### src/include/l2_cache_consts.svh
//////////////////////////////
// L2 cache geometry and bus widths
// Derived tag and memory address widths
//////////////////////////////
`ifndef L2_CACHE_CONSTS_SVH
`define L2_CACHE_CONSTS_SVH

// Log2 of ways, sets and bytes per line
`define L2_WAY_BITS 2
`define L2_SET_BITS 2
`define L2_LINE_BITS 6

// Byte address, processor data and SDRAM beat widths
`define L2_AW 25
`define L2_DW 32
`define L2_SDR_DW 16

// Halfword beats in one line burst
`define L2_BURST_LEN 32

`define L2_TAG_BITS (`L2_AW - `L2_SET_BITS - `L2_LINE_BITS)
`define L2_WORD_BITS (`L2_LINE_BITS - 2)
`define L2_RAM_AW (`L2_WAY_BITS + `L2_SET_BITS + `L2_WORD_BITS)

`endif

### src/design/l2_cache_pkg.sv
//////////////////////////////
// L2 cache shared types
// Controller states, burst opcodes
//////////////////////////////
package l2_cache_pkg;

   // Main controller states
   typedef enum logic [2:0] {
      // Serving hits, waiting for commands
      st_idle,
      // Dirty victim going out to SDRAM
      st_write_back,
      // Line coming in from SDRAM
      st_refill,
      // One entry of the flush walk
      st_flush_step
   } l2_state_e;

   // Request from controller to burst engine
   typedef enum logic [1:0] {
      op_none,
      // SDRAM to line memory
      op_read_line,
      // Line memory to SDRAM
      op_write_line
   } l2_burst_op_e;

endpackage

### src/design/l2_cache_burst_port.sv
//////////////////////////////
// L2 cache SDRAM burst engine
// Beat counter, halfword packing
//////////////////////////////
`include "l2_cache_consts.svh"

module l2_cache_burst_port (
   input  logic                                    clk,
   input  logic                                    rst_n,
   input  l2_cache_pkg::l2_burst_op_e              burst_op,
   input  logic [`L2_AW-`L2_LINE_BITS-1:0]         burst_line_addr,
   input  logic [`L2_WAY_BITS+`L2_SET_BITS-1:0]    burst_way_set,
   output logic                                    burst_done,
   output logic                                    ram_en,
   output logic [`L2_RAM_AW-1:0]                   ram_addr,
   output logic [`L2_DW/8-1:0]                     ram_we,
   output logic [`L2_DW-1:0]                       ram_wdata,
   input  logic [`L2_DW-1:0]                       ram_rdata,
   output logic                                    sdr_rd_req,
   output logic                                    sdr_wr_req,
   output logic [`L2_AW-2:0]                       sdr_addr,
   input  logic [`L2_SDR_DW-1:0]                   sdr_rdata,
   input  logic                                    sdr_r_vld,
   output logic [`L2_SDR_DW-1:0]                   sdr_wdata,
   input  logic                                    sdr_w_rdy
);
   import l2_cache_pkg::*;

   localparam int CW = $clog2(`L2_BURST_LEN);

   logic [CW-1:0] beat_cnt;
   logic [CW-2:0] word;
   logic          start;
   logic          rd_beat;
   logic          wr_beat;

   // Hold off for the done cycle, when burst_op has not yet moved on
   assign start = (burst_op != op_none) && !sdr_rd_req && !sdr_wr_req && !burst_done;
   assign rd_beat = sdr_rd_req && sdr_r_vld;
   assign wr_beat = sdr_wr_req && sdr_w_rdy;

   // Writes fetch word 0 at start, then the next word as each high half leaves
   assign word = sdr_wr_req ? beat_cnt[CW-1:1] + 1'b1 : beat_cnt[CW-1:1];
   assign ram_en = rd_beat || (wr_beat && beat_cnt[0]) ||
                   (start && burst_op == op_write_line);
   assign ram_addr = {burst_way_set, word};

   // Even beats fill the low halfword, odd beats the high one
   assign ram_we = rd_beat ? (beat_cnt[0] ? 4'b1100 : 4'b0011) : 4'b0000;
   assign ram_wdata = {sdr_rdata, sdr_rdata};
   assign sdr_wdata = beat_cnt[0] ? ram_rdata[31:16] : ram_rdata[15:0];
   assign sdr_addr = {burst_line_addr, {CW{1'b0}}};

   always_ff @(posedge clk or negedge rst_n) begin
      if (!rst_n) begin
         sdr_rd_req <= 1'b0;
         sdr_wr_req <= 1'b0;
         beat_cnt <= '0;
         burst_done <= 1'b0;
      end else begin
         burst_done <= 1'b0;
         if (start) begin
            sdr_rd_req <= (burst_op == op_read_line);
            sdr_wr_req <= (burst_op == op_write_line);
         end else if (rd_beat || wr_beat) begin
            beat_cnt <= beat_cnt + 1'b1;
            if (beat_cnt == CW'(`L2_BURST_LEN - 1)) begin
               sdr_rd_req <= 1'b0;
               sdr_wr_req <= 1'b0;
               burst_done <= 1'b1;
            end
         end
      end
   end

   a_one_req: assert property (@(posedge clk) disable iff (!rst_n)
      !(sdr_rd_req && sdr_wr_req));

endmodule

### config.mk
export PLATFORM = sky130hd
export DESIGN_NAME = l2_cache_burst_port
export DESIGN_NICKNAME = d
export VERILOG_FILES = /design/src/design/l2_cache_pkg.sv /design/src/design/l2_cache_burst_port.sv
export VERILOG_INCLUDE_DIRS = /design/src /design/src/include
export SDC_FILE = /design/constraint.sdc
export NUM_CORES = 1
export LEC_CHECK = 0
export ABC_AREA = 1
export ABC_CLOCK_PERIOD_IN_PS = 1420
export BUFFER_PORTS_ARGS = -buffer_cell sky130_fd_sc_hd__clkbuf_2
export CORE_ASPECT_RATIO = 1.75
export CORE_UTILIZATION = 32
export DETAILED_ROUTE_END_ITERATION = 12
export PLACE_DENSITY = 0.81
export SKIP_LAST_GASP = 1
export SLEW_MARGIN = 20
export SYNTH_ARGS = -nofsm -noshare
export SYNTH_HDL_FRONTEND = slang
export SYNTH_SLANG_ARGS = --single-unit
### constraint.sdc
create_clock -name clk -period 1.42 [get_ports clk]
set_input_delay 0.071 -clock clk [delete_from_list [all_inputs] [get_ports clk]]
set_output_delay 0.071 -clock clk [all_outputs]
set_load 0.01 [all_outputs]
==> summary.txt <==
Clocking
  – TritonCTS Buffers: 3
  – Clk buf depth: 2
  – H-tree depth: 1
  – Clock-pin slew of the registers on the worst-case setup and hold paths: approximately 0.040 ns
  – CTS sink count: 8
  – Clock tree from TritonCTS: done
  – Buffer type at the clock tree root: clkbuf_8
  – Clock latency on the worst-skew pair: 0.23 ns

Finish
  – Antenna diode count: 0
  – Fin area: roughly 0.0012 mm^2
  – Post-route core utilization: 0.336
  – Final-stage net count: around 280
  – Area grow syn2layout: -1.09%
  – Post-layout instance count excluding filler cells: 241
  – Layout cell share with drive strength beyond 1: 0.477

Route
  – Number of DRC markers in iteration 0: 13
  – Total detailed-routing wirelength: between 2000 and 3000 um
  – DR DRC count: 0
  – Number of routed nets with antenna violations: 0
  – Total via count after detailed routing: 1034
  – First-pass DRT Iterations: 2
  – Number of vias per cell: 4.29
  – Wire per inst: between 10 and 15 um

Min path
  – Startpoint of the tightest hold check path: burst_op[0]
  – Min-Delay Path Class: in2reg

Global route
  – Wire length of the first global-routing pass: between 4000 and 5000 um
  – Via count of the first global-routing pass: 940
  – Antenna violations before repair: 0
  – Aggregate global-route resource usage: 0.125
  – Maximum number of pins on one net before global-route repair: 19
  – Total congestion overflow after global routing: 0

Logic synthesis
  – Count of state elements after synthesis: 8
  – Most area-consuming cells after synthesis: buf_4 37%, nand2_1 18%, dfrtp_1 16%, nand2_2 5.5%, ha_1 3.0%
  – Post-Syn Area: 0.00126 mm^2
  – Per-instance average area after synthesis: between 6 and 7 um^2
  – Leading register cell type out of synthesis: dfrtp_1
  – Share of synthesized registers carrying an async set or reset: 1.00
  – Library cell occupying the most area in the post-synthesis netlist: buf_4
  – Most frequent cells after synthesis: 62 x buf_4, 62 x nand2_1, 11 x nand2_2
  – Share of the yosys chip area belonging to registers: 0.159
  – Gate count after technology mapping: 185
  – Number of distinct standard cells referenced by the synthesized netlist: 21
  – Share of Yosys cell area claimed by the top area cell type: 0.370
  – Count of yosys warnings during synthesis: 0
  – Count of flip-flops with a built-in enable after synthesis: 0

Critical path
  – Launching element of the worst setup path: beat_cnt[0]$_DFFE_PN0P_
  – Data required time at the worst endpoint: 1.35 ns
  – Critical path endpoint category: primary output
  – Setup crit start kind: flip-flop
  – CP max FO: 18
  – Data arrival time of the worst path: between 1 and 1.5 ns
  – RR Startpoint: beat_cnt[1]$_DFFE_PN0P_
  – Category of the most critical setup path: reg2out

STA
  – Maximum clock frequency: 750 MHz
  – Final period utilization: 0.939
  – Total Neg Setup Slack: 0 ns
  – Max Clock Skew: 0.00396 ns
  – Minimum clock period: 1.33 ns
  – Total setup violations reported at the end of the flow: 0
  – Slew Limit Fails: 0
  – Final count of hold timing violations: 0

Floorplan
  – Initial standard-cell utilization of the core: 0.340
  – Die height: 85.0 um
  – Standard-cell row count: 29
  – I/O pin count: 165
  – Floorplan die area: around 0.0042 mm^2
  – Overall die width: 49.4 um
  – Core area: 0.00370 mm^2

Placement
  – Number of instances in the placed design: around 240
  – Final Wtd Congestion: around 0.73
  – Area after DPL: roughly 0.0012 mm^2
  – Total half-perimeter wirelength after legalization and detailed placement: ~2200 um
  – Number of input and output port buffers inserted: 65

Power
  – Clock share of power: 0.120
  – Comb power frac: 0.678
  – Leak: approximately 0.78 nW
  – Sequential power share: 0.202
  – Switch share: 0.492
  – Peak supply drop: a little under 800 uV
  – PwrDens: between 1500 and 2000 mW/mm^2
  – Switching pwr: 1.12 mW
  – Post-route total power: roughly 2.3 mW
  – P_int: between 1 and 1.5 mW

Outcome
  – Outcome: finished clean

Run
  – Max cap viols: 0
## repair_timing
action,in CTS,in global routing
buffers inserted,0,1
hold endpoints to repair,8,0
gates resized for setup,6,4
cloned,0,0
hold buffers,1,0
endpoints found under the setup margin,20,7
## state kept, by name, indices dropped and copies added (netlist names)
signal and flops:
beat_cnt 5, burst_done 1, sdr_rd_req 1, sdr_wr_req 1
## power groups by stage
stage	Clock, mW	Sequential [mW]	Combinational, mW
2_1_floorplan	0	0.400	1.26
3_3_place_gp	0	0.433	1.44
3_5_place_dp	0	0.443	1.46
4_1_cts	0.280	0.453	1.51
5_1_grt	0.295	0.478	1.73
6_report	0.274	0.462	1.55
## cells in the final DEF (no fill, tap or decap), drive strengths merged, types with 3 or more instances in the layout
master and count:
nand2 76, clkbuf 68, inv 12, dfrtp 8, nor2 7, conb 5
o21ai 5, ha 3, buf 3
## per-stage QoR
stage               setup slack, ns  hold WS (ns)
finish                       0.0867         0.101
global placement              0.122       -0.0723
detailed placement           0.0572       -0.0648
CTS                          0.0152         0.102
floorplan                     0.224        -0.225
global route              -0.000426         0.107
## cell families after synthesis
family / count (synthesis) / synth area share
AND/OR/NAND/NOR: 88 / 0.320
buffers and inverters: 78 / 0.448
flip-flops: 8 / 0.159
AO/OA/AOI/OAI: 5 / 0.0199
adder cells (fa/ha/maj): 3 / 0.0298
XOR/XNOR: 2 / 0.0199
other: 1 / 0.00298
## critical path, stage by stage, from the launching register on
cell	delay [ns]
dfrtp_2	0.43
buf_12	0.17
inv_6	0.12
o21ai_1	0.08
inv_1	0.05
nand2_1	0.04
clkbuf_2	0.12
## worst paths after layout
check | endpoint | slack [ns] | cells past startpoint
worst max-delay path | ram_en | 0.09 | 6
worst min-delay path | sdr_rd_req$_DFFE_PN0P_ | 0.10 | 3
worst max register to register | sdr_wr_req$_DFFE_PN0P_ | 0.12 | 7
worst min register to register | sdr_rd_req$_DFFE_PN0P_ | 0.54 | 2
max in group asynchronous | sdr_wr_req$_DFFE_PN0P_ | 0.99 | 2
min in group asynchronous | beat_cnt[2]$_DFFE_PN0P_ | 0.23 | 2
## area by class of cell
type	instances	area [um^2]
Fill cell	413	2460
Tap cell	46	57.6
Inverter	12	50.0
Multi-Input combinational cell	103	522
Clock buffer	3	41.3
Sequential cell	8	204
Timing Repair Buffer	69	370
## routing by layer
metal	track usage	wire length [um]	up-vias	share of wire
met4	0.145	284	0	0.11
met5	0	0	-	0
met1	0.0973	798	417	0.30
li1	-	-	508	-
met3	0.0376	305	38	0.11
met2	0.219	1270	71	0.48
(Power assumes the default switching activity.)
