$ cat src/include/l2_cache_consts.svh
//////////////////////////////
// L2 cache geometry and bus widths
// Derived tag and memory address widths
//////////////////////////////
`ifndef L2_CACHE_CONSTS_SVH
`define L2_CACHE_CONSTS_SVH

// Log2 of ways, sets and bytes per line
`define L2_WAY_BITS 2
`define L2_SET_BITS 2
`define L2_LINE_BITS 6

// Byte address, processor data and SDRAM beat widths
`define L2_AW 25
`define L2_DW 32
`define L2_SDR_DW 16

// Halfword beats in one line burst
`define L2_BURST_LEN 32

`define L2_TAG_BITS (`L2_AW - `L2_SET_BITS - `L2_LINE_BITS)
`define L2_WORD_BITS (`L2_LINE_BITS - 2)
`define L2_RAM_AW (`L2_WAY_BITS + `L2_SET_BITS + `L2_WORD_BITS)

`endif

$ cat src/design/l2_cache_pkg.sv
//////////////////////////////
// L2 cache shared types
// Controller states, burst opcodes
//////////////////////////////
package l2_cache_pkg;

   // Main controller states
   typedef enum logic [2:0] {
      // Serving hits, waiting for commands
      st_idle,
      // Dirty victim going out to SDRAM
      st_write_back,
      // Line coming in from SDRAM
      st_refill,
      // One entry of the flush walk
      st_flush_step
   } l2_state_e;

   // Request from controller to burst engine
   typedef enum logic [1:0] {
      op_none,
      // SDRAM to line memory
      op_read_line,
      // Line memory to SDRAM
      op_write_line
   } l2_burst_op_e;

endpackage

$ cat src/design/l2_cache_ctrl.sv
//////////////////////////////
// L2 cache controller
// Command handshake, miss FSM
// Flush walk
//////////////////////////////
`include "l2_cache_consts.svh"

module l2_cache_ctrl (
   input  logic                                    clk,
   input  logic                                    rst_n,
   input  logic                                    cmd_valid,
   output logic                                    cmd_ready,
   input  logic [`L2_AW-1:0]                       cmd_addr,
   input  logic [`L2_DW/8-1:0]                     cmd_we_msk,
   input  logic [`L2_DW-1:0]                       cmd_wdata,
   output logic                                    rsp_valid,
   input  logic                                    rsp_ready,
   input  logic                                    flush_req,
   output logic                                    flush_busy,
   output logic                                    lookup_en,
   output logic [`L2_SET_BITS-1:0]                 lookup_set,
   output logic [`L2_TAG_BITS-1:0]                 lookup_tag,
   output logic                                    wr_hit,
   output logic                                    fill_en,
   output logic [`L2_WAY_BITS-1:0]                 flush_way,
   input  logic                                    hit,
   input  logic [`L2_WAY_BITS-1:0]                 hit_way,
   input  logic [`L2_WAY_BITS-1:0]                 victim_way,
   input  logic                                    victim_dirty,
   input  logic [`L2_TAG_BITS-1:0]                 victim_tag,
   output logic                                    cpu_en,
   output logic [`L2_RAM_AW-1:0]                   cpu_addr,
   output logic [`L2_DW/8-1:0]                     cpu_we,
   output logic [`L2_DW-1:0]                       cpu_wdata,
   output l2_cache_pkg::l2_burst_op_e              burst_op,
   output logic [`L2_AW-`L2_LINE_BITS-1:0]         burst_line_addr,
   output logic [`L2_WAY_BITS+`L2_SET_BITS-1:0]    burst_way_set,
   input  logic                                    burst_done
);
   import l2_cache_pkg::*;

   localparam int LB = `L2_LINE_BITS;
   localparam int SB = `L2_SET_BITS;

   l2_state_e                       state;
   logic                            pend;
   logic [`L2_AW-1:0]               addr_r;
   logic [`L2_DW/8-1:0]             msk_r;
   logic [`L2_DW-1:0]               wdata_r;
   logic [`L2_WAY_BITS+SB-1:0]      flush_cnt;
   logic [`L2_AW-1:0]               cur_addr;
   logic [`L2_DW/8-1:0]             cur_msk;
   logic                            accept;
   logic                            active;
   logic                            flush_go;

   assign cmd_ready = !pend && !flush_busy;
   assign accept = cmd_valid && cmd_ready;
   assign flush_busy = (state == st_flush_step);
   // Commands win over a flush request in the same cycle
   assign flush_go = flush_req && state == st_idle && !pend && !cmd_valid;

   // Look up the incoming command directly so a hit answers next cycle
   assign cur_addr = pend ? addr_r : cmd_addr;
   assign cur_msk = pend ? msk_r : cmd_we_msk;
   assign active = (state == st_idle) && (accept || (pend && !rsp_valid));

   assign lookup_en = active;
   assign lookup_set = flush_busy ? flush_cnt[SB-1:0] : cur_addr[LB+SB-1:LB];
   assign lookup_tag = cur_addr[`L2_AW-1:LB+SB];
   assign wr_hit = |cur_msk;
   assign flush_way = flush_cnt[`L2_WAY_BITS+SB-1:SB];

   assign cpu_en = active && hit;
   assign cpu_addr = {hit_way, lookup_set, cur_addr[LB-1:2]};
   assign cpu_we = cur_msk;
   assign cpu_wdata = pend ? wdata_r : cmd_wdata;

   // Refill installs the tag; each flush entry is invalidated once clean
   assign fill_en = (state == st_refill && burst_done) ||
                    (state == st_flush_step && (!victim_dirty || burst_done));

   always_comb begin
      case (state)
         st_write_back: burst_op = op_write_line;
         st_refill:     burst_op = op_read_line;
         st_flush_step: burst_op = victim_dirty ? op_write_line : op_none;
         default:       burst_op = op_none;
      endcase
   end

   assign burst_line_addr = (state == st_refill) ? addr_r[`L2_AW-1:LB] : {victim_tag, lookup_set};
   assign burst_way_set = {victim_way, lookup_set};

   always_ff @(posedge clk) begin
      if (accept) begin
         addr_r <= cmd_addr;
         msk_r <= cmd_we_msk;
         wdata_r <= cmd_wdata;
      end
   end

   always_ff @(posedge clk or negedge rst_n) begin
      if (!rst_n) begin
         state <= st_idle;
         pend <= 1'b0;
         rsp_valid <= 1'b0;
         flush_cnt <= '0;
      end else begin
         if (rsp_valid && rsp_ready) begin
            rsp_valid <= 1'b0;
            pend <= 1'b0;
         end
         case (state)
            st_idle: begin
               if (active) begin
                  pend <= 1'b1;
                  if (hit)
                     rsp_valid <= 1'b1;
                  else if (victim_dirty)
                     state <= st_write_back;
                  else
                     state <= st_refill;
               end else if (flush_go) begin
                  state <= st_flush_step;
               end
            end
            st_write_back: begin
               if (burst_done)
                  state <= st_refill;
            end
            // Back to idle, where the lookup is replayed and now hits
            st_refill: begin
               if (burst_done)
                  state <= st_idle;
            end
            st_flush_step: begin
               // Counter wraps to zero after the last entry
               if (fill_en) begin
                  flush_cnt <= flush_cnt + 1'b1;
                  if (&flush_cnt)
                     state <= st_idle;
               end
            end
            default: state <= st_idle;
         endcase
      end
   end

   // Memory port stays idle while a response waits, holding rsp_rdata
   a_rsp_hold: assert property (@(posedge clk) disable iff (!rst_n)
      rsp_valid && !rsp_ready |-> !cpu_en ##1 rsp_valid);

endmodule

$ cat config.mk
export PLATFORM = sky130hd
export DESIGN_NAME = l2_cache_ctrl
export DESIGN_NICKNAME = d
export VERILOG_FILES = /design/src/design/l2_cache_pkg.sv /design/src/design/l2_cache_ctrl.sv
export VERILOG_INCLUDE_DIRS = /design/src /design/src/include
export SDC_FILE = /design/constraint.sdc
export NUM_CORES = 1
export LEC_CHECK = 0
export BUFFER_PORTS_ARGS = -buffer_cell sky130_fd_sc_hd__buf_2
export CORE_ASPECT_RATIO = 1.25
export CORE_MARGIN = 2
export CORE_UTILIZATION = 49
export CTS_BUF_LIST = sky130_fd_sc_hd__clkbuf_4 sky130_fd_sc_hd__clkbuf_8
export DETAILED_ROUTE_END_ITERATION = 16
export PLACE_DENSITY = 0.88
export SLEW_MARGIN = 20
export SYNTH_ARGS = -nofsm -noshare
export SYNTH_HDL_FRONTEND = slang
export SYNTH_SLANG_ARGS = --single-unit
$ cat constraint.sdc
create_clock -name clk -period 6.3 [get_ports clk]
set_input_delay 0.63 -clock clk [delete_from_list [all_inputs] [get_ports clk]]
set_output_delay 0.63 -clock clk [all_outputs]
set_load 0.01 [all_outputs]
==> results.toml <==
[logic_synthesis]
netlist_area_sq_mm = 0.00329
post_syn_instances = 216
proportion_of_synthesized_chip_area_in_sequential_cells_pct = 59.9
netlist-cell-type-count = 31
synthesis.area_per_instance_sq_um = 15.2
netlist.area_leader.share_pct = 53.8
synth.net_count = 307
yosys-top-cells-area = "sky130_fd_sc_hd__edfxtp_1, sky130_fd_sc_hd__mux2_2, sky130_fd_sc_hd__dfrtp_1, sky130_fd_sc_hd__buf_4, sky130_fd_sc_hd__mux2i_1"
synth_warnings = 0
ys_seq_elements = 67
netlist.top_cell.by_area = "sky130_fd_sc_hd__edfxtp_1"

[power]
sw_frac_of_total_pct = 36.4
power.internal_mw = 1.15
power_frac_seq_pct = 37.6
pwr-share-clk_pct = 17.0
comb_power_share_pct = 45.3
power-per-cell-area_mw_per_mm2 = 417
power.leakage_nw = 1.90
netSwitchingPower_mw = 0.658
ir_drop_mv = 0.426

[clock_tree]
root_buffer_cell = "sky130_fd_sc_hd__clkbuf_8"
holdBufCountCts = 0
cts_tree = "built"
clk_latency_ns = 0.34
clk_path_buf_depth = 2
cts_post_setup_buffers_inserted = 0
worst_setup_hold_path_clk_slew_ns = 0.07
clock_tree.htree_level_count = 3
cts_inserted_buffers = 9
clock-sinks = 67
cts.repair.resized = 0

[layout]
postLayoutCoreUtil_pct = 66.4
ant_diodes = 0
areaGrowthSynthToFinish_pct = 31.7
fillCellCount = 511
layout-drive-gt1-share_pct = 69.7
multiInputGateArea_sq_mm = 0.00116
seqCellArea_sq_mm = 0.00197
finish.net_count = 476
stdcell_area_sq_mm = 0.00433

[global_routing]
all_layer_gr_usage_pct = 18.3
antenna_violations_before_repair = 0
grt_pass1_vias = 2233
largest_net_degree_at_the_start_of_global_routing = 60
grt_first_pass_wirelength_microns = 10500
globalRoute.totalOverflow = 0

[sta]
drv_slew = 0
clk_skew_ns = 0.0130
fin_crit_sh_pct = 53.5
maxSlewHeadroom_pct = 50.3
setup_viol = 0
post-route-min-period_ns = 3.37
worst-slew-pin-transition_ns = 0.745
rsz0062_at_grt = "no"
hold_viol = 0
max_clock_freq_mhz = 297
finalSetupTns_ns = 0
finalHoldWorstSlack_ns = 0.130

[setup_path]
r2r_end = "addr_r[19]$_DFFE_PN_"
worst_setup_path_end_kind = "primary output"
critical_path_cell_count = 4
cp_data_arrival_time_ns = 2.74
path_class = "flop to primary output"
crit_path_start = "pend$_DFF_PN0_"
critical_path.startpoint_type = "flop"
critical_path_peak_fanout = 37
cpLargestDelayFamily = "flip-flops"
timing.critical_path.cells = "buf_4 > mux2_2 > or4_1 > buf_2"
reg2regPathDepth = 5
critPathMaxStageDelay_ns = 0.78
crit_path_buffers_inverters = 2
cp-endpoint = "wr_hit"
crit_required_ns = 5.67
r2r_slack_ns = 4.13
cp_slowest_cell = "sky130_fd_sc_hd__dfrtp_2"
regToRegStartpoint = "state[1]$_DFFE_PN0P_"

[job]
max_cap_viol_count = 0

[routing]
firstDrtPassIters = 4
drtIter0Drc = 87
drt-wirelength-per-cell_microns = 15.0
via_count = 2393
drt_drc_violations_left = 0
postRouteWirelength_microns = 7150
route.detailed.vias_per_inst = 5.02
ant_nets = 0

[floorplanning]
initial_utilization_pct = 50.5
design.die.area_sq_mm = 0.00739
placementRows = 33
die_height_microns = 95.6
die_width_microns = 77.3
io-pin-count = 187
floorplan.core_area_sq_mm = 0.00652

[placed_design]
port_buffers = 176
dpl.hpwl_microns = 5370
finalWeightedCongestion = 0.784
place_area_sq_mm = 0.00416

[hold_path]
hold_class = "primary input to async pin"

[status]
run_status = "finished, final reports clean"
-- area by class of cell --
type,count,area share [%]
clock buffer,10,3.03
clock inverter,6,0.924
inverter,6,0.520
multi-input combinational,123,26.8
sequential,67,45.5
tap,87,2.51
timing repair buffer,178,20.7
-- layout by cell type, fill, tap and decap left out --
master and count:
sky130_fd_sc_hd__edfxtp_1 59, sky130_fd_sc_hd__o22ai_1 1, sky130_fd_sc_hd__buf_2 176, sky130_fd_sc_hd__a21o_1 1, sky130_fd_sc_hd__nand3_1 1, sky130_fd_sc_hd__inv_6 1, sky130_fd_sc_hd__xor2_1 2, sky130_fd_sc_hd__clkinv_2 1
sky130_fd_sc_hd__nand2_2 1, sky130_fd_sc_hd__or4_1 1, sky130_fd_sc_hd__clkinv_1 1, sky130_fd_sc_hd__o21ai_0 1, sky130_fd_sc_hd__nor2_1 7, sky130_fd_sc_hd__clkinvlp_4 3, sky130_fd_sc_hd__and2_2 1, sky130_fd_sc_hd__nor3_1 2
sky130_fd_sc_hd__a31oi_1 1, sky130_fd_sc_hd__clkbuf_4 1, sky130_fd_sc_hd__dfrtp_2 1, sky130_fd_sc_hd__and2_1 1, sky130_fd_sc_hd__nand2_1 4, sky130_fd_sc_hd__nand4_1 1, sky130_fd_sc_hd__mux2_4 1, sky130_fd_sc_hd__ha_1 1
sky130_fd_sc_hd__nor2b_1 1, sky130_fd_sc_hd__a21oi_1 9, sky130_fd_sc_hd__or3_1 1, sky130_fd_sc_hd__inv_1 6, sky130_fd_sc_hd__dfrtp_1 7, sky130_fd_sc_hd__o211a_1 1, sky130_fd_sc_hd__mux2_2 74, sky130_fd_sc_hd__a2111oi_2 1
sky130_fd_sc_hd__buf_4 2, sky130_fd_sc_hd__o41ai_1 1, sky130_fd_sc_hd__xnor2_1 1, sky130_fd_sc_hd__clkbuf_8 9, sky130_fd_sc_hd__mux2i_1 6, sky130_fd_sc_hd__a2111oi_0 1
-- metal layers --
metal  global-route usage (%)  up-vias  share of wire [%]  wire length, microns
li1                         -     1152                  -                     -
met1                     20.4     1128                 38                  2710
met2                     33.6      103                 54                  3870
met3                     3.31       10                6.1                   435
met4                     8.93        0                1.8                   129
met5                        0        -                  0                     0
-- state kept, by name (all words and copies together), names as in the netlist --
name,cells
msk_r,4
addr_r,23
rsp_valid,1
pend,1
flush_cnt,4
state,2
wdata_r,32
-- synthesized netlist by cell type (all sizes together) --
master / n
inv: 6
a2111oi: 2
a21o: 1
dfrtp: 8
a31oi: 1
and2: 2
o21ai: 1
o41ai: 1
or3: 1
nand3: 1
nand4: 1
edfxtp: 59
mux2i: 6
nor2b: 1
o22ai: 1
nor3: 2
xor2: 2
or4: 1
xnor2: 1
a21oi: 9
mux2: 75
o211a: 1
nor2: 7
buf: 20
nand2: 5
ha: 1
-- power groups by stage --
stage / clock network [mW] / logic, mW / registers (mW)
2_1_floorplan: 0 / 0.617 / 0.635
3_3_place_gp: 0 / 0.806 / 0.684
3_5_place_dp: 0 / 0.825 / 0.691
4_1_cts: 0.315 / 0.830 / 0.681
5_1_grt: 0.330 / 0.883 / 0.695
6_report: 0.308 / 0.820 / 0.681
-- worst register-to-register path, delay by kind of cell, from the launching register on --
family,cells,cell delay (ns)
and+or+nand+nor,3,0.53
DFF,1,0.55
buffers and inverters,2,0.68
-- metrics by stage --
step,total power [mW],std cells,setup slack (ns)
floorplan,1.25,216,3.32
global placement,1.49,461,3.29
detailed placement,1.52,461,3.23
CTS,1.83,477,2.86
global route,1.91,477,2.80
finish,1.81,477,2.93
-- worst min path at each step --
stage               start                  endpoint  slack (ns)  cells past startpoint
finish              rst_n  flush_cnt[1]$_DFFE_PN0P_        0.13                      1
global route        rst_n  flush_cnt[1]$_DFFE_PN0P_        0.13                      1
CTS                 rst_n  flush_cnt[1]$_DFFE_PN0P_        0.12                      1
detailed placement  rst_n       rsp_valid$_DFF_PN0_        0.49                      1
global placement    rst_n  flush_cnt[3]$_DFFE_PN0P_        0.49                      1
floorplan           rst_n  flush_cnt[0]$_DFFE_PN0P_        0.33                      0
-- cells by family after synthesis --
| kind of cell | share of synthesized area (%) |
|---|---|
| flip-flops | 59.9 |
| buffers and inverters | 4.83 |
| XOR/XNOR | 0.798 |
| multiplexers | 27.6 |
| AND/OR/NAND/NOR | 3.08 |
| AO/OA/AOI/OAI | 3.42 |
| adder cells (fa/ha/maj) | 0.380 |
(Power assumes the default switching activity.)
