==> src/include/l2_cache_consts.svh <==
//////////////////////////////
// L2 cache geometry and bus widths
// Derived tag and memory address widths
//////////////////////////////
`ifndef L2_CACHE_CONSTS_SVH
`define L2_CACHE_CONSTS_SVH

// Log2 of ways, sets and bytes per line
`define L2_WAY_BITS 2
`define L2_SET_BITS 2
`define L2_LINE_BITS 6

// Byte address, processor data and SDRAM beat widths
`define L2_AW 25
`define L2_DW 32
`define L2_SDR_DW 16

// Halfword beats in one line burst
`define L2_BURST_LEN 32

`define L2_TAG_BITS (`L2_AW - `L2_SET_BITS - `L2_LINE_BITS)
`define L2_WORD_BITS (`L2_LINE_BITS - 2)
`define L2_RAM_AW (`L2_WAY_BITS + `L2_SET_BITS + `L2_WORD_BITS)

`endif

==> src/design/l2_cache_tag_store.sv <==
//////////////////////////////
// L2 cache tag store
// Valid, dirty, tag and LRU arrays
// Hit and victim lookup
//////////////////////////////
`include "l2_cache_consts.svh"

module l2_cache_tag_store (
   input  logic                      clk,
   input  logic                      rst_n,
   input  logic                      lookup_en,
   input  logic [`L2_SET_BITS-1:0]   lookup_set,
   input  logic [`L2_TAG_BITS-1:0]   lookup_tag,
   input  logic                      wr_hit,
   input  logic                      fill_en,
   input  logic [`L2_WAY_BITS-1:0]   flush_way,
   input  logic                      flush_mode,
   output logic                      hit,
   output logic [`L2_WAY_BITS-1:0]   hit_way,
   output logic [`L2_WAY_BITS-1:0]   victim_way,
   output logic                      victim_dirty,
   output logic [`L2_TAG_BITS-1:0]   victim_tag
);
   localparam int WB = `L2_WAY_BITS;
   localparam int WAYS = 1 << `L2_WAY_BITS;
   localparam int SETS = 1 << `L2_SET_BITS;

   logic                    valid_q [WAYS][SETS];
   logic                    dirty_q [WAYS][SETS];
   logic [`L2_TAG_BITS-1:0] tag_q [WAYS][SETS];
   logic [WB-1:0]           lru_q [WAYS][SETS];
   logic [WAYS-1:0]         match;
   logic [WB-1:0]           lru_way;
   logic [WB-1:0]           hit_rank;

   // Compare all ways at once; rank 0 is least recently used
   always_comb begin
      match = '0;
      hit_way = '0;
      lru_way = '0;
      for (int w = 0; w < WAYS; w++) begin
         match[w] = valid_q[w][lookup_set] && (tag_q[w][lookup_set] == lookup_tag)
                    && !flush_mode;
         if (match[w])
            hit_way = WB'(w);
         if (lru_q[w][lookup_set] == '0)
            lru_way = WB'(w);
      end
   end

   assign hit = |match;
   assign victim_way = flush_mode ? flush_way : lru_way;
   assign victim_dirty = dirty_q[victim_way][lookup_set];
   assign victim_tag = tag_q[victim_way][lookup_set];
   assign hit_rank = lru_q[hit_way][lookup_set];

   always_ff @(posedge clk or negedge rst_n) begin
      if (!rst_n) begin
         for (int w = 0; w < WAYS; w++) begin
            for (int s = 0; s < SETS; s++) begin
               valid_q[w][s] <= 1'b0;
               dirty_q[w][s] <= 1'b0;
               lru_q[w][s] <= WB'(w);
            end
         end
      end else begin
         if (lookup_en && hit) begin
            // Hit way becomes most recent, ways above its old rank move down
            for (int w = 0; w < WAYS; w++) begin
               if (WB'(w) == hit_way)
                  lru_q[w][lookup_set] <= '1;
               else if (lru_q[w][lookup_set] > hit_rank)
                  lru_q[w][lookup_set] <= lru_q[w][lookup_set] - 1'b1;
            end
            if (wr_hit)
               dirty_q[hit_way][lookup_set] <= 1'b1;
         end
         // Fill validates, flush invalidates; both leave the line clean
         if (fill_en) begin
            valid_q[victim_way][lookup_set] <= !flush_mode;
            dirty_q[victim_way][lookup_set] <= 1'b0;
         end
      end
   end

   always_ff @(posedge clk) begin
      if (fill_en && !flush_mode)
         tag_q[victim_way][lookup_set] <= lookup_tag;
   end

   a_one_hit: assert property (@(posedge clk) disable iff (!rst_n) $onehot0(match));

endmodule

==> config.mk <==
export PLATFORM = sky130hd
export DESIGN_NAME = l2_cache_tag_store
export DESIGN_NICKNAME = d
export VERILOG_FILES = /design/src/design/l2_cache_tag_store.sv
export VERILOG_INCLUDE_DIRS = /design/src /design/src/include
export SDC_FILE = /design/constraint.sdc
export NUM_CORES = 1
export LEC_CHECK = 0
export BUFFER_PORTS_ARGS = -buffer_cell sky130_fd_sc_hd__buf_2
export CAP_MARGIN = 20
export CORE_MARGIN = 2
export CORE_UTILIZATION = 29
export DETAILED_ROUTE_END_ITERATION = 7
export MAX_ROUTING_LAYER = met4
export PLACE_DENSITY = 0.43
export REMOVE_ABC_BUFFERS = 1
export SYNTH_ARGS = -nofsm -noshare
export SYNTH_HDL_FRONTEND = slang
export SYNTH_SLANG_ARGS = --single-unit
==> constraint.sdc <==
create_clock -name clk -period 4.75 [get_ports clk]
set_input_delay 0.2375 -clock clk [delete_from_list [all_inputs] [get_ports clk]]
set_output_delay 0.2375 -clock clk [all_outputs]
set_load 0.005 [all_outputs]
==> impl_results.md, run 1 <==
* Number of synthesized flops with an enable pin at 272
* Die Footprint at 56700 µm²
* Vias post-DR at 10100
* Crit path launch type: flop
* Synth Area per Inst at 14.5 µm²
* IO Pins at 50
* Mapped Cells at 1093
* Dpl hpwl at 33500 µm
* Critical Path Fanout Max at 8
* Tcrit/Tclk final at 94.7%
* Power consumption at 6.94 mW
* DRC Markers at 0
* ANT nets after route at 0
* CP endpoint kind: flop
* Worst path required time at 5.24 ns
* Storage element area at 9790 µm²
* Clock tree sinks at 336
* Multi-input logic area at 5680 µm²
* Worst reg-to-reg setup slack at 0.25 ns
* Final Skew at 0.0316 ns
* Max-slew headroom at 58.0%
* H-tree levels at 2
* Netlist cell types at 83
* Via-to-Cell Ratio at 5.10
* Arrival time worst endpoint at 4.99 ns
* Worst-margin pin slew at 0.627 ns
* P per Cell Area at 364 nW/µm²
* # Max-Cap Violations at 0
* Cell area after synthesis at 15900 µm²
* Largest net degree at the start of global routing at 54
* Max-slew violations at 0
* Hold Path Class: in -> reg
* Status: completed
* Sequential element share of the synthesized area at 61.6%
* Num rows at 85
* Nets@finish at 1280
* Worst Setup Path Type: reg -> reg
* CTS Root Cell: clkbuf_16
* IO buf count at 49
* Global route total overflow at 0
* Post-CTS setup buffers at 0
* First-pass GRT wire length at 72100 µm
* # diodes at 0
* Clk_lat worst skew at 0.59 ns
* Share of layout cells above drive strength 1 at 29.3%
* Area grow syn2layout at 20.1%
* Final min period at 4.50 ns
* Hold Vio Cnt, Final at 0
* CTS max path bufs at 3
* Register bit total from synthesis at 336
* Asr flop ratio synth at 19.0%
* Ys Warns at 0
* Max VDD drop at 0.280 mV
* Drt total wl at 49100 µm
* RSZ-0062 raised after global routing: false
* Worst-path clk slew at 0.06 ns
* GRT Total Usage at 18.0%
* Final setup viols at 0
* CTS tree: yes
* Iteration count of the initial detailed-routing pass at 4
* Initial Util at 29.4%
* Num CTS Buffers at 40
* Initial antenna violation count at 0
* Vias in the first global route at 10200
* Filler cell count at 5252
* 1st-iter DRT viols at 740
* Die Width at 238 µm
* Most used DFF post-synth: edfxtp_1
* Hold WS at 0.0392 ns
* CORE AREA at 54000 µm²
* RD Place Congestion at 0.859
* DR WL/cell at 24.9 µm
* Die H at 238 µm
* Leak at 6.77 nW
* Fmax at 222 MHz
area by class of cell:
type                       count  share of cell area, %
sequential                   336                   51.3
multi-input combinational    662                   29.8
timing repair buffer         180                   7.22
clock buffer                  54                   5.57
tap                          696                   4.56
clock inverter                20                   1.06
inverter                      26                  0.512
placed cells by master (no fill, tap or decap), drive strengths merged, types with 7 or more instances in the layout:
cell type / count
edfxtp: 272
buf: 179
nand2: 116
mux4: 76
xnor2: 69
nor2: 55
clkbuf: 54
a21oi: 49
dfrtp: 48
mux2i: 36
inv: 28
nand3: 22
nand4: 21
nor3: 20
o21ai: 20
a21o: 16
dfstp: 16
a31oi: 14
clkinv: 13
a211oi: 12
and3: 12
and2: 10
o31ai: 9
ha: 7
routing by layer:
layer / vias to the layer above / part of all wire (%) / wire, µm / GRT usage [%]
li1: 4529 / - / - / -
met1: 5279 / 46 / 22600 / 24.1
met2: 204 / 48 / 23800 / 29.1
met3: 53 / 4.0 / 1990 / 2.66
met4: 0 / 1.6 / 801 / 4.43
met5: - / 0 / 0 / -
final timing paths:
kind                       cells past startpoint           to     startpoint
max                                           17    lru_q[10]    tag_q[1][7]
min in group asynchronous                      2    lru_q[10]          rst_n
max reg2reg                                   17    lru_q[10]    tag_q[1][7]
max in group asynchronous                      3    lru_q[25]          rst_n
min                                            1  tag_q[2][3]  lookup_tag[3]
min reg2reg                                    1  valid_q[13]    valid_q[13]
timing repair:
| action | CTS | global route |
|---|---|---|
| gates resized for setup | 0 | 2 |
| endpoints found under the hold margin | 8 | 0 |
| endpoints found under the setup margin | 0 | 3 |
| hold buffers | 1 | 0 |
state kept, by name, indices dropped and copies added, names as in the netlist:
register  count
dirty_q      16
lru_q        32
tag_q       272
valid_q      16
logic make-up (layout without fill, tap and decap cells):
kind of cell    count (synthesis)  in the layout  synth area share (%)
flops                         336            336                  61.6
buf+inv                        95            280                  3.09
compound gates                170            170                  7.93
xor+xnor                       72             72                  3.97
fa+ha+maj                       8              8                 0.622
simple gates                  299            299                  9.53
mux                           113            113                  13.3
cell usage after synthesis, types with 5 or more instances:
cell | number | share of area (%)
dfrtp_1 | 48 | 7.6
nand2b_1 | 6 | 0.24
o31ai_1 | 7 | 0.33
a31oi_1 | 14 | 0.55
nor2b_1 | 5 | 0.20
o21ai_1 | 9 | 0.28
a21oi_1 | 49 | 1.5
nand3_1 | 22 | 0.69
or3_1 | 6 | 0.24
mux2i_1 | 34 | 2.1
a2bb2oi_1 | 5 | 0.28
nor2_1 | 53 | 1.3
and3_1 | 12 | 0.47
a21o_1 | 16 | 0.76
clkbuf_1 | 42 | 0.99
buf_2 | 11 | 0.35
nand2_1 | 114 | 2.7
ha_1 | 7 | 0.55
a211oi_1 | 12 | 0.57
inv_1 | 25 | 0.59
nor3_1 | 18 | 0.57
and2_1 | 9 | 0.35
dfstp_2 | 16 | 2.6
edfxtp_1 | 272 | 51
buf_6 | 7 | 0.50
mux4_2 | 76 | 11
o21ai_0 | 11 | 0.35
nand4_1 | 21 | 0.83
xnor2_1 | 69 | 3.8
power by group:
part / switching [mW] / internal (mW)
clock network: 1.30 / 1.66
registers: 0.0232 / 3.24
logic: 0.426 / 0.286
critical path, cell delays in order, from the launching register on:
cell and delay (ns):
edfxtp_1 0.36, mux4_2 0.53, xnor2_1 0.26, nand2_1 0.16
nor4b_1 0.33, nand4b_1 0.20, buf_4 0.23, mux2i_1 0.13
o211ai_1 0.15, o21ai_0 0.10, mux4_2 0.47, inv_1 0.09
ha_1 0.22, or2_2 0.31, buf_4 0.16, nor4b_2 0.17
a211oi_1 0.33, o32a_1 0.23
metrics by stage:
step | std cells | setup slack [ns] | instance area, µm² | TNS, ns | utilization (%)
4_1_cts | 1974 | 0.248 | 19100 | 0 | 35.3
3_5_place_dp | 1899 | -0.0439 | 17800 | -0.127 | 32.9
3_3_place_gp | 1899 | -0.0229 | 17800 | -0.0661 | 32.9
5_1_grt | 1974 | 0.00839 | 19100 | 0 | 35.3
6_report | 1974 | 0.251 | 19100 | 0 | 35.3
2_1_floorplan | 1024 | -0.514 | 15500 | -9.24 | -
(Power assumes the default switching activity.)
==> run 2, diff against run 1 <==
Settings changed: PLACE_DENSITY 0.43 to not set.
==> impl_results.md, run 2 (synthesis gave the netlist of run 1 again) <==
* Final min period at 4.54 ns (+0.0378 ns)
* Biggest register: tag_q
* Largest net degree at the start of global routing at 65 (+20%)
* Hold Path Class: in -> reg
* Final Skew at 0.0243 ns (-0.00730 ns)
* Max VDD drop at 0.236 mV (-16%)
* 1st-iter DRT viols at 1102 (+49%)
* Hold Vio Cnt, Final at 0 (unchanged)
* Most frequent cells in the layout: 272 x edfxtp_1, 125 x buf_4, 114 x nand2_1
* IO buf count at 49 (unchanged)
* Area grow syn2layout at 18.9%
* Via-to-Cell Ratio at 5.23 (+2.5%)
* Most common cell after layout, fill and taps aside: edfxtp_1
* Worst-path clk slew at 0.06 ns (about the same)
* Drt total wl at 45400 µm (-7.5%)
* Num rows at 85 (unchanged)
* Global route total overflow at 0 (unchanged)
* RR Startpoint: tag_q[3][9]
* Critical Path Fanout Max at 9 (+1)
* Fmax at 220 MHz (-0.83%)
* Worst-margin pin slew at 0.879 ns (+0.252 ns)
* DP Worst Slack at -0.180 ns (-0.136 ns)
* CP Cell Sequence: mux4_2, xnor2_1, nand4_1, nor4b_1, nand4_1, buf_4, o211ai_1, o21ai_0, mux4_2, inv_1, ha_1, or2_2, nand2_1, o31ai_4, a2111oi_0, a211oi_1
* Die Width at 238 µm (unchanged)
* Crit path launch: tag_q[3][9]
* # Max-Cap Violations at 0 (unchanged)
* First-pass GRT wire length at 67200 µm (-6.8%)
* Clk_lat worst skew at 0.57 ns (-0.02 ns)
* CP endpoint kind: flop
* CTS max path bufs at 3 (unchanged)
* Status: completed
* RSZ-0062 raised after global routing: false
* H-tree levels at 2 (unchanged)
* Dpl hpwl at 31100 µm (-7.2%)
* Nets@finish at 1275 (-0.39%)
* Die Footprint at 56700 µm² (unchanged)
* GRT Total Usage at 16.5% (-1.5 points)
* Post-CTS setup buffers at 0 (unchanged)
* Leak at 6.70 nW (-0.99%)
* Final setup viols at 0 (unchanged)
* Clock tree sinks at 336 (unchanged)
* Post-layout util at 35.0% (-0.35 points)
* Fin cells at 1966 (-0.41%)
* Max incr delay on CP at 0.57 ns (+0.04 ns)
* Max-slew headroom at 41.3% (-17 points)
* Area post-placement at 17700 µm² (-0.52%)
* Iteration count of the initial detailed-routing pass at 5 (+1)
* CTS Root Cell: clkbuf_16
* Worst path required time at 5.20 ns (-0.04 ns)
* Share of layout cells above drive strength 1 at 28.5% (-0.79 points)
* Max-slew violations at 0 (unchanged)
* DR WL/cell at 23.1 µm (-7.1%)
* Vias in the first global route at 10300 (+0.72%)
* Die H at 238 µm (unchanged)
* Crit path max-delay cell type: nor4b_1
* HP Start: lookup_tag[0]
* Crit path launch type: flop
* CORE AREA at 54000 µm² (unchanged)
* Final worst slack at 0.213 ns (-0.0378 ns)
* P per Cell Area at 358 nW/µm² (-1.5%)
* Max reg flops at 272 (unchanged)
* Num CTS Buffers at 37 (-7.5%)
* IO Pins at 50 (unchanged)
* Placed insts at 1897 (-0.11%)
* Cts repair resizes at 0 (unchanged)
* Biggest regs: tag_q: 272 flops, lru_q: 32 flops
* DRC Markers at 0 (unchanged)
* Initial Util at 29.4% (unchanged)
* CTS tree: yes
* RD Place Congestion at 0.939 (+9.2%)
* ANT nets after route at 0 (unchanged)
* Initial antenna violation count at 1 (+1)
* Tcrit/Tclk final at 95.5% (+0.79 points)
* Vias post-DR at 10300 (+2.1%)
* Worst Setup Path Type: reg -> reg
* Arrival time worst endpoint at 4.99 ns (about the same)
* Final Instance Area at 18900 µm² (-1.0%)
## run 2: cell count changes in the layout (fill, tap and decap cells not counted), sizes merged
cell      before  now
buf          179  177
bufinv         1    2
clkbuf        54   53
clkinv        13    9
clkinvlp       4    0
diode          0    2
## run 2: what timing repair did
item | CTS | global route
hold buffers | 1 | 0
setup endpoints to repair | 0 | 0
hold endpoints to repair | 48 | 0
## run 2: path summary, 6_finish.rpt
check                                    to  slack (ns)  cells after the start
min in group asynchronous         lru_q[19]        0.43                      3
max in group asynchronous       valid_q[10]        3.76                      3
worst min register to register  valid_q[14]        0.48                      1
worst max-delay path              lru_q[13]        0.21                     16
worst max register to register    lru_q[13]        0.21                     16
worst min-delay path            tag_q[0][0]        0.10                      1
## run 2: cell type report
class,instances,area (µm²)
fillers,5189,35100
flip-flops and latches,336,9790
multi-input cells,662,5690
repair buffers,178,1270
clock buffers,53,1030
well taps,696,871
clock inverters,13,138
inverters,26,97.6
diodes,2,5.00
## run 2: critical path: cells and delay by family, from the launching register on
| kind | cells | cell delay [ns] |
|---|---|---|
| flip-flops | 1 | 0.36 |
| multiplexers | 2 | 1.01 |
| AO/OA/AOI/OAI | 5 | 0.96 |
| AND/OR/NAND/NOR | 5 | 1.31 |
| buffers and inverters | 2 | 0.30 |
| XOR/XNOR | 1 | 0.25 |
| adder cells (fa/ha/maj) | 1 | 0.22 |
## run 2: power breakdown
part | total, mW | internal [mW] | switching, mW
Combinational | 0.699 | 0.287 | 0.412
Sequential | 3.27 | 3.24 | 0.0234
Clock | 2.80 | 1.62 | 1.18
## run 2: stage by stage
step / power [mW] / TNS [ns] / hold WS (ns)
after floorplan: 3.65 / -9.24 / -0.0581
after global placement: 4.01 / -0.662 / 0.456
after detailed placement: 4.02 / -1.75 / 0.465
after CTS: 6.82 / 0 / 0.0725
after global routing: 6.99 / 0 / 0.0912
final: 6.77 / 0 / 0.105
## run 2: metal layers
layer / global-route usage (%) / part of all wire (%) / up-vias
li1: - / - / 4510
met1: 21.3 / 43 / 5289
met2: 26.0 / 47 / 390
met3: 3.23 / 6.3 / 86
met4: 5.83 / 3.3 / 0
met5: - / 0 / -
